File: src/match_defines.svh
`ifndef MATCH_DEFINES_SVH
`define MATCH_DEFINES_SVH

// ==================================================
// Match stage widths and depths
// ==================================================

`define MATCH_PHV_W    256  // Packet header vector
`define MATCH_KEY_W    64   // Search key, entry key and care mask
`define MATCH_DEPTH    16   // Table entries
`define MATCH_ADDR_W   4    // log2 of depth
`define MATCH_META_W   64   // Action data per entry

// Config fields
`define MATCH_UMT_W    8    // UMT id
`define MATCH_FIELD_W  4    // Header field selector

`endif

File: src/match_cfg_pkg.sv
`include "match_defines.svh"

// Table configuration types
package match_cfg_pkg;

    // Id of the unified match table an LMT belongs to
    typedef logic [`MATCH_UMT_W-1:0] umt_id_t;

    // Which header field feeds the key
    typedef logic [`MATCH_FIELD_W-1:0] field_sel_t;

    // Position of this LMT inside its UMT cascade
    typedef enum logic [1:0] {
        CASCADE_SINGLE = 2'b00, // Whole UMT in one LMT
        CASCADE_START  = 2'b01,
        CASCADE_MIDDLE = 2'b10,
        CASCADE_END    = 2'b11  // Last one, own hit still counts
    } cascade_pos_e;

endpackage

File: src/match_data_pkg.sv
`include "match_defines.svh"

// Types of the data moving down the pipeline
package match_data_pkg;

    // Raw header vector from the parser
    typedef logic [`MATCH_PHV_W-1:0] phv_t;

    // Search key, also used for entry key and care mask
    typedef logic [`MATCH_KEY_W-1:0] match_key_t;

    // Table entry address
    typedef logic [`MATCH_ADDR_W-1:0] entry_addr_t;

    // Action data returned on a hit
    typedef logic [`MATCH_META_W-1:0] metadata_t;

endpackage

File: src/lookup_if.sv
// Search request and registered result between LMT and its TCAM
interface lookup_if
    import match_data_pkg::*;
();

    logic        search_en;   // Level, issue cycle only
    match_key_t  search_key;
    logic        hit;         // One cycle after search_en
    entry_addr_t hit_addr;    // Lowest matching entry
    metadata_t   hit_action;

    // LMT side
    modport requester (
        output search_en, search_key,
        input  hit, hit_addr, hit_action
    );

    // Table side
    modport tbl (
        input  search_en, search_key,
        output hit, hit_addr, hit_action
    );

endinterface

File: src/key_extractor.sv
`include "match_defines.svh"

// Cuts one fixed header field out of the PHV, one register stage
module key_extractor
    import match_cfg_pkg::*;
    import match_data_pkg::*;
(
    input  logic       clk,
    input  logic       rst_n,
    input  field_sel_t field_sel,
    input  logic       phv_valid,
    input  phv_t       phv,
    output logic       key_valid,
    output match_key_t key
);

    // ==================================================
    // Valid strobe
    // ==================================================
    always_ff @(posedge clk or negedge rst_n) begin
        if (!rst_n) begin
            key_valid <= 1'b0;
        end else begin
            key_valid <= phv_valid;
        end
    end

    // ==================================================
    // Field select, zero extended into the key
    // ==================================================
    always_ff @(posedge clk) begin
        if (!phv_valid) begin
            key <= '0;                                 // Idle key stays clean
        end else begin
            case (field_sel)
                4'd0:    key <= match_key_t'(phv[47:0]);    // Source MAC
                4'd1:    key <= match_key_t'(phv[95:48]);   // Dest MAC
                4'd2:    key <= match_key_t'(phv[111:96]);  // VLAN tag
                4'd3:    key <= match_key_t'(phv[143:112]); // Source IPv4
                4'd4:    key <= match_key_t'(phv[175:144]); // Dest IPv4
                4'd5:    key <= match_key_t'(phv[191:176]); // Source port
                4'd6:    key <= match_key_t'(phv[207:192]); // Dest port
                4'd7:    key <= match_key_t'(phv[215:208]); // IP protocol
                default: key <= '0;                         // Unmapped selector
            endcase
        end
    end

endmodule

File: src/lmt_result_stage.sv
// LMT config, search issue and UMT cascade merge
module lmt_result_stage
    import match_cfg_pkg::*;
    import match_data_pkg::*;
(
    input  logic         clk,
    input  logic         rst_n,
    input  logic         cfg_wr_en,
    input  logic         cfg_used,
    input  umt_id_t      cfg_uid,
    input  cascade_pos_e cfg_pos,
    input  logic         entry_wr_en,
    output logic         tbl_wr_en,
    input  logic         req_valid,
    input  match_key_t   req_key,
    input  umt_id_t      req_umt_id,
    input  logic         req_prev_found,
    input  entry_addr_t  req_prev_addr,
    input  metadata_t    req_prev_meta,
    lookup_if.requester  lookup,
    output logic         result_valid,
    output umt_id_t      result_umt_id,
    output logic         result_found,
    output entry_addr_t  result_addr,
    output metadata_t    result_metadata
);

    // ==================================================
    // Config registers
    // ==================================================
    logic         used_q;
    umt_id_t      uid_q;
    cascade_pos_e pos_q;

    always_ff @(posedge clk or negedge rst_n) begin
        if (!rst_n) begin
            used_q <= 1'b0;            // LMT off after reset
            uid_q  <= '0;
            pos_q  <= CASCADE_SINGLE;
        end else if (cfg_wr_en) begin
            used_q <= cfg_used;
            uid_q  <= cfg_uid;
            pos_q  <= cfg_pos;
        end
    end

    assign tbl_wr_en = entry_wr_en && used_q; // Unused LMT ignores writes

    // Issue decision
    logic umt_match, not_end, skip, do_search;

    assign umt_match = used_q && (req_umt_id == uid_q);
    assign not_end   = (pos_q != CASCADE_END);
    assign skip      = req_prev_found && umt_match && not_end; // Earlier LMT already won
    assign do_search = req_valid && umt_match && !skip;

    assign lookup.search_en  = do_search;
    assign lookup.search_key = req_key;

    // ==================================================
    // s1, request travels beside the table lookup
    // ==================================================
    logic        valid_s1, prev_found_s1, skip_s1;
    umt_id_t     umt_id_s1;
    entry_addr_t prev_addr_s1;
    metadata_t   prev_meta_s1;

    always_ff @(posedge clk or negedge rst_n) begin
        if (!rst_n) begin
            valid_s1      <= 1'b0;
            prev_found_s1 <= 1'b0;
            skip_s1       <= 1'b0;
        end else begin
            valid_s1      <= req_valid;
            prev_found_s1 <= req_prev_found;
            skip_s1       <= skip;
        end
    end

    always_ff @(posedge clk) begin
        umt_id_s1    <= req_umt_id;
        prev_addr_s1 <= req_prev_addr;
        prev_meta_s1 <= req_prev_meta;
    end

    // Cascade merge
    logic        found_m;
    entry_addr_t addr_m;
    metadata_t   meta_m;

    always_comb begin
        if (skip_s1 || (prev_found_s1 && not_end)) begin
            found_m = prev_found_s1;   // Pass previous result on
            addr_m  = prev_addr_s1;
            meta_m  = prev_meta_s1;
        end else if (lookup.hit) begin
            found_m = 1'b1;            // Own hit
            addr_m  = lookup.hit_addr;
            meta_m  = lookup.hit_action;
        end else begin
            found_m = 1'b0;
            addr_m  = '0;
            meta_m  = '0;
        end
    end

    // ==================================================
    // s2 and output register
    // ==================================================
    logic        valid_s2, found_s2;
    umt_id_t     umt_id_s2;
    entry_addr_t addr_s2;
    metadata_t   meta_s2;

    always_ff @(posedge clk or negedge rst_n) begin
        if (!rst_n) begin
            valid_s2  <= 1'b0;
            umt_id_s2 <= '0;
            found_s2  <= 1'b0;
            addr_s2   <= '0;
            meta_s2   <= '0;
        end else begin
            valid_s2  <= valid_s1;
            umt_id_s2 <= umt_id_s1;
            found_s2  <= found_m;
            addr_s2   <= addr_m;
            meta_s2   <= meta_m;
        end
    end

    always_ff @(posedge clk or negedge rst_n) begin
        if (!rst_n) begin
            result_valid    <= 1'b0;
            result_umt_id   <= '0;
            result_found    <= 1'b0;
            result_addr     <= '0;
            result_metadata <= '0;
        end else begin
            result_valid    <= valid_s2;
            result_umt_id   <= umt_id_s2;
            result_found    <= found_s2;
            result_addr     <= addr_s2;
            result_metadata <= meta_s2;
        end
    end

endmodule

File: src/match_stage_top.sv
// One match stage: extractor, LMT result logic and local TCAM
module match_stage_top
    import match_cfg_pkg::*;
    import match_data_pkg::*;
(
    input  logic         clk,
    input  logic         rst_n,
    input  logic         cfg_wr_en,
    input  logic         cfg_used,
    input  umt_id_t      cfg_uid,
    input  cascade_pos_e cfg_pos,
    input  logic         entry_wr_en,
    input  entry_addr_t  entry_wr_addr,
    input  match_key_t   entry_wr_data,
    input  match_key_t   entry_wr_mask,
    input  metadata_t    entry_wr_action,
    input  field_sel_t   field_sel,
    input  logic         phv_valid,
    input  phv_t         phv,
    input  umt_id_t      umt_id_in,
    input  logic         prev_found,
    input  entry_addr_t  prev_addr,
    input  metadata_t    prev_metadata,
    output logic         result_valid,
    output umt_id_t      result_umt_id,
    output logic         result_found,
    output entry_addr_t  result_addr,
    output metadata_t    result_metadata
);

    logic        key_valid;
    match_key_t  key;
    logic        tbl_wr_en;

    // ==================================================
    // Align request side data with the extracted key
    // ==================================================
    logic        prev_found_d;
    umt_id_t     umt_id_d;
    entry_addr_t prev_addr_d;
    metadata_t   prev_meta_d;

    always_ff @(posedge clk or negedge rst_n) begin
        if (!rst_n) begin
            prev_found_d <= 1'b0;
        end else begin
            prev_found_d <= prev_found;
        end
    end

    always_ff @(posedge clk) begin
        umt_id_d    <= umt_id_in;
        prev_addr_d <= prev_addr;
        prev_meta_d <= prev_metadata;
    end

    lookup_if lookup_bus ();                   // LMT to TCAM

    key_extractor u_key_extractor (
        .clk       (clk),
        .rst_n     (rst_n),
        .field_sel (field_sel),
        .phv_valid (phv_valid),
        .phv       (phv),
        .key_valid (key_valid),
        .key       (key)
    );

    lmt_result_stage u_lmt_result (
        .clk             (clk),
        .rst_n           (rst_n),
        .cfg_wr_en       (cfg_wr_en),
        .cfg_used        (cfg_used),
        .cfg_uid         (cfg_uid),
        .cfg_pos         (cfg_pos),
        .entry_wr_en     (entry_wr_en),
        .tbl_wr_en       (tbl_wr_en),
        .req_valid       (key_valid),
        .req_key         (key),
        .req_umt_id      (umt_id_d),
        .req_prev_found  (prev_found_d),
        .req_prev_addr   (prev_addr_d),
        .req_prev_meta   (prev_meta_d),
        .lookup          (lookup_bus.requester),
        .result_valid    (result_valid),
        .result_umt_id   (result_umt_id),
        .result_found    (result_found),
        .result_addr     (result_addr),
        .result_metadata (result_metadata)
    );

    tcam_table u_tcam (
        .clk       (clk),
        .rst_n     (rst_n),
        .wr_en     (tbl_wr_en),              // Gated write
        .wr_addr   (entry_wr_addr),
        .wr_key    (entry_wr_data),
        .wr_mask   (entry_wr_mask),
        .wr_action (entry_wr_action),
        .lookup    (lookup_bus.tbl)
    );

endmodule

File: src/tcam_table.sv
`include "match_defines.svh"

// Local ternary table, parallel compare, lowest address wins
module tcam_table
    import match_data_pkg::*;
(
    input  logic        clk,
    input  logic        rst_n,
    input  logic        wr_en,     // Already gated by used flag
    input  entry_addr_t wr_addr,
    input  match_key_t  wr_key,
    input  match_key_t  wr_mask,   // 1 = bit must match
    input  metadata_t   wr_action,
    lookup_if.tbl       lookup
);

    // ==================================================
    // Entry storage
    // ==================================================
    logic [`MATCH_DEPTH-1:0] entry_valid;
    match_key_t              entry_key    [`MATCH_DEPTH];
    match_key_t              entry_mask   [`MATCH_DEPTH];
    metadata_t               entry_action [`MATCH_DEPTH];

    always_ff @(posedge clk or negedge rst_n) begin
        if (!rst_n) begin
            entry_valid <= '0;                 // Empty table
        end else if (wr_en) begin
            entry_valid[wr_addr] <= 1'b1;
        end
    end

    always_ff @(posedge clk) begin
        if (wr_en) begin
            entry_key[wr_addr]    <= wr_key;
            entry_mask[wr_addr]   <= wr_mask;
            entry_action[wr_addr] <= wr_action;
        end
    end

    // ==================================================
    // Compare and priority
    // ==================================================
    logic [`MATCH_DEPTH-1:0] match_vec;  // One line per entry
    logic                    any_match;
    logic                    hit_now;
    entry_addr_t             win_addr;

    // Cared bits only
    always_comb begin
        for (int i = 0; i < `MATCH_DEPTH; i++) begin
            match_vec[i] = entry_valid[i] &&
                (((entry_key[i] ^ lookup.search_key) & entry_mask[i]) == '0);
        end
    end

    // Scan downward so the lowest hit is written last
    always_comb begin
        win_addr = '0;
        for (int i = `MATCH_DEPTH - 1; i >= 0; i--) begin
            if (match_vec[i]) begin
                win_addr = entry_addr_t'(i);
            end
        end
    end

    assign any_match = |match_vec;
    assign hit_now   = lookup.search_en && any_match;

    // Result register, one cycle after issue
    always_ff @(posedge clk or negedge rst_n) begin
        if (!rst_n) begin
            lookup.hit <= 1'b0;
        end else begin
            lookup.hit <= hit_now;               // Low when nothing was searched
        end
    end

    always_ff @(posedge clk) begin
        lookup.hit_addr   <= hit_now ? win_addr : '0;
        lookup.hit_action <= hit_now ? entry_action[win_addr] : '0;
    end

endmodule

File: config.mk
export PLATFORM = sky130hd
export DESIGN_NAME = match_stage_top
export DESIGN_NICKNAME = d
export VERILOG_FILES = /design/src/match_cfg_pkg.sv /design/src/match_data_pkg.sv /design/src/lookup_if.sv /design/src/key_extractor.sv /design/src/lmt_result_stage.sv /design/src/match_stage_top.sv /design/src/tcam_table.sv
export VERILOG_INCLUDE_DIRS = /design/src /design/src/src
export SDC_FILE = /design/constraint.sdc
export NUM_CORES = 2
export LEC_CHECK = 0
export BUFFER_PORTS_ARGS = -buffer_cell sky130_fd_sc_hd__buf_2
export CAP_MARGIN = 20
export CORE_MARGIN = 4
export CORE_UTILIZATION = 45
export DETAILED_ROUTE_END_ITERATION = 10
export GPL_TIMING_DRIVEN = 0
export PLACE_DENSITY = 0.62
export SYNTH_ARGS = -nofsm -noshare
export SYNTH_HDL_FRONTEND = slang
export SYNTH_SLANG_ARGS = --single-unit
File: constraint.sdc
create_clock -name clk -period 20.9 [get_ports clk]
set_input_delay 1.045 -clock clk [delete_from_list [all_inputs] [get_ports clk]]
set_output_delay 1.045 -clock clk [all_outputs]
set_load 0.005 [all_outputs]
==> qor.csv <==
stage,metric,value,unit
finish,synthToLayoutAreaGrowth,17.6,%
grt,grt_pass1_vias,67300,
timing,max_freq,145,MHz
power_and_ir_drop,vdd_drop_max,70.1,uV
placement,dp_slack,13.75,ns
finish,stdcell_area,148000,um2
timing,tightest_slew,1.30,ns
timing,maxSlewHeadroom,13.4,%
floorplanning,io_pins,627,
setup_path,path_max_fanout,10,
logic_synthesis,syn_nets,7177,
power_and_ir_drop,p_per_area,97.9,nW/um2
clocking,cts_tree,yes,
setup_path,timing.rr.end,u_tcam.lookup.hit_action[36],
grt,antenna_found_initial,84,
setup_path,cp.arrival,7.69,ns
drt,m1WireLength,148000,um
clocking,cts_hold_buf,0,
clocking,cts_buffer_depth,4,
clocking,cts.sinks,3529,
grt,grt_max_degree,105,
finish,seqCellArea,102000,um2
clocking,htreeDepth,5,
floorplanning,rows,193,
timing,setup_viol,0,
logic_synthesis,synth-edff-count,3072,
drt,wl,383000,um
grt,overflow,0,
finish,drive_above_1_share,18.8,%
timing,hold_ws,0.132,ns
finish,fill_cells,21700,
timing,finalCritPeriodShare,33.1,%
finish,nets,8299,
logic_synthesis,synthTopCellsByArea,"edfxtp_1 73%, xor2_1 5.4%, dfxtp_1 4.3%, a22oi_1 3.8%, dfrtp_1 3.8%",
floorplanning,initial_core_util,45.4,%
logic_synthesis,yosys.cell_types.count,56,
setup_path,start_kind,flop,
logic_synthesis,synthMostInstantiatedCell,edfxtp_1,
job,drv_cap,0,
logic_synthesis,syn_area_per_cell,19.0,um2
drt,viasPerCell,5.87,
floorplanning,die_w,537,um
drt,route.met3.wl,43700,um
clocking,cts-resized-gates,0,
timing,setup_ws,13.98,ns
drt,drt_iter0_drc,10000,
drt,wl_per_cell,32.6,um
timing,slew_viol_final,0,
setup_path,worstSetupPathType,flop to flop,
outcome,status,finished clean,
drt,first_pass_iters,6,
clocking,cts_setup_buffers,0,
floorplanning,coreArea,277000,um2
drt,wl_met2,176000,um
placement,gp_congestion,0.925,
floorplanning,die_h,537,um
hold_path,hp-class,input pin to async pin,
logic_synthesis,post-synth-top-area-cell,edfxtp_1,
drt,ant_nets,0,
logic_synthesis,ys_seq_area_share,81.3,%
logic_synthesis,yosys-top-cells-count,"3072 x edfxtp_1, 771 x xor2_1, 635 x a22oi_1",
drt,via_count,69100,
finish,multi_input_area,22100,um2
logic_synthesis,synthArstFlopShare,5.36,%
logic_synthesis,ys_ff_latch,3529,
setup_path,critPathRequiredTime,21.67,ns
clocking,clkTransAtPathRegs,0.06,ns
logic_synthesis,synth_top_area_share,73.3,%
logic_synthesis,syn_area,126000,um2
timing,rsz0062_at_grt,no,
clocking,cts_root_buf,clkbuf_16,
timing,period_needed,6.92,ns
drt,drc,0,
power_and_ir_drop,leakagePower,54.0,nW
placement,place_area,136000,um2
setup_path,ff2ff_path_depth,14,
drt,top_layer,met5,
logic_synthesis,yosysWarnings,0,
setup_path,crit_path_end_kind,flop,
clocking,clk_latency,0.95,ns
clocking,cts-buffers-inserted,358,
placement,dp_hpwl,249000,um
floorplanning,dieArea,288000,um2
setup_path,timing.rr.start,u_key_extractor.key[26],
timing,skew,0.0631,ns
grt,grt_usage,26.0,%
grt,grt_pass1_wl,523000,um
placement,portBuffers,584,
logic_synthesis,syn_inst,6628,
logic_synthesis,synth-main-ff-cell,edfxtp_1,
timing,hold_viol_final,0,
setup_path,r2r_slack,13.98,ns
-- sequential cells by signal (all words and copies together), names as in the netlist, 16 cells and up --
signal	count
u_tcam.entry_action	1024
u_tcam.entry_key	1024
u_tcam.entry_mask	1024
prev_meta_d	64
u_lmt_result.meta_s2	64
u_lmt_result.prev_meta_s1	64
u_lmt_result.result_metadata	64
u_tcam.lookup.hit_action	64
u_key_extractor.key	48
u_tcam.entry_valid	16
-- layout by cell type, fill, tap and decap left out, types with 37 or more instances in the layout --
cell	Yosys	layout
nand2_1	202	202
a222oi_1	37	37
dfrtp_1	189	189
nand3_1	122	122
mux2i_1	385	385
clkbuf_1	102	190
nand4_1	86	86
o211ai_1	131	131
buf_2	131	717
xor2_1	771	771
a221oi_1	144	144
clkbuf_8	0	38
edfxtp_1	3072	3072
clkinv_1	0	51
buf_12	1	80
a22o_1	86	86
a22oi_1	635	635
clkbuf_16	0	361
dfxtp_1	268	268
clkinv_2	0	51
nor2_1	52	40
buf_6	22	95
-- layout make-up --
| cell class | count | area share [%] |
|---|---|---|
| Antenna cell | 27 | 0.0457 |
| Multi-Input combinational cell | 2807 | 14.9 |
| Inverter | 7 | 0.0178 |
| Clock inverter | 167 | 1.09 |
| Sequential cell | 3529 | 69.2 |
| Timing Repair Buffer | 762 | 3.89 |
| Tap cell | 3705 | 3.13 |
| Clock buffer | 489 | 6.69 |
| Buffer | 285 | 1.03 |
-- metal layers --
layer  vias to the layer above  global-route usage, %
met2                      4153                   40.5
met5                         -                      0
met1                     35600                   36.1
met3                       700                   6.04
li1                      28600                      -
met4                        28                   9.62
-- cell families (layout without fill, tap and decap cells) --
logic type / Yosys count / after routing / share of synthesized area, %
DFF: 3529 / 3529 / 81.3
and+or+nand+nor: 550 / 550 / 2.12
buffers and inverters: 292 / 1710 / 1.23
other: 0 / 27 / 0
AOI/OAI and AO/OA: 1083 / 1083 / 6.74
muxes: 398 / 398 / 3.18
xor gates and xnor gates: 776 / 776 / 5.40
-- worst max-delay path by stage --
stage	to	start	slack (ns)
floorplan	u_tcam.entry_valid[0]	entry_wr_addr[1]	5.16
global placement	u_tcam.entry_valid[1]	entry_wr_addr[1]	-4.97
detailed placement	u_tcam.lookup.hit_action[24]	u_key_extractor.key[3]	13.75
CTS	u_tcam.lookup.hit_action[24]	u_key_extractor.key[3]	13.70
global route	u_tcam.lookup.hit_action[43]	u_key_extractor.key[3]	13.85
finish	u_tcam.lookup.hit_action[36]	u_key_extractor.key[26]	13.98
-- power breakdown --
group	total [mW]	internal [mW]	switching, mW
sequential	7.78	7.76	0.0296
combinational	0.449	0.105	0.343
clock	6.26	3.58	2.67
total	14.5	11.4	3.05
-- critical path, cell delays in order (launching register included) --
cell	delay [ns]
dfxtp_1	0.59
buf_2	0.39
buf_2	0.59
xor2_1	0.14
a22oi_1	0.18
nand4_1	0.21
nor4_2	0.86
nand3_1	0.53
a41oi_2	0.64
o21ai_0	0.20
a31oi_1	0.62
clkbuf_1	0.66
clkbuf_1	0.59
a221oi_1	0.25
a22o_1	0.28
-- stage by stage --
step                      power, mW  std cells  setup TNS, ns  util (%)
after detailed placement       8.38      11100              0      49.1
after global placement         8.38      10900       -2983.29      48.1
after global routing           14.9      11800              0      53.3
final                          14.5      11800              0      53.3
after CTS                      14.6      11800              0      53.3
after floorplan                8.06       6628              0         -
Power figures use the tool's default switching activity.
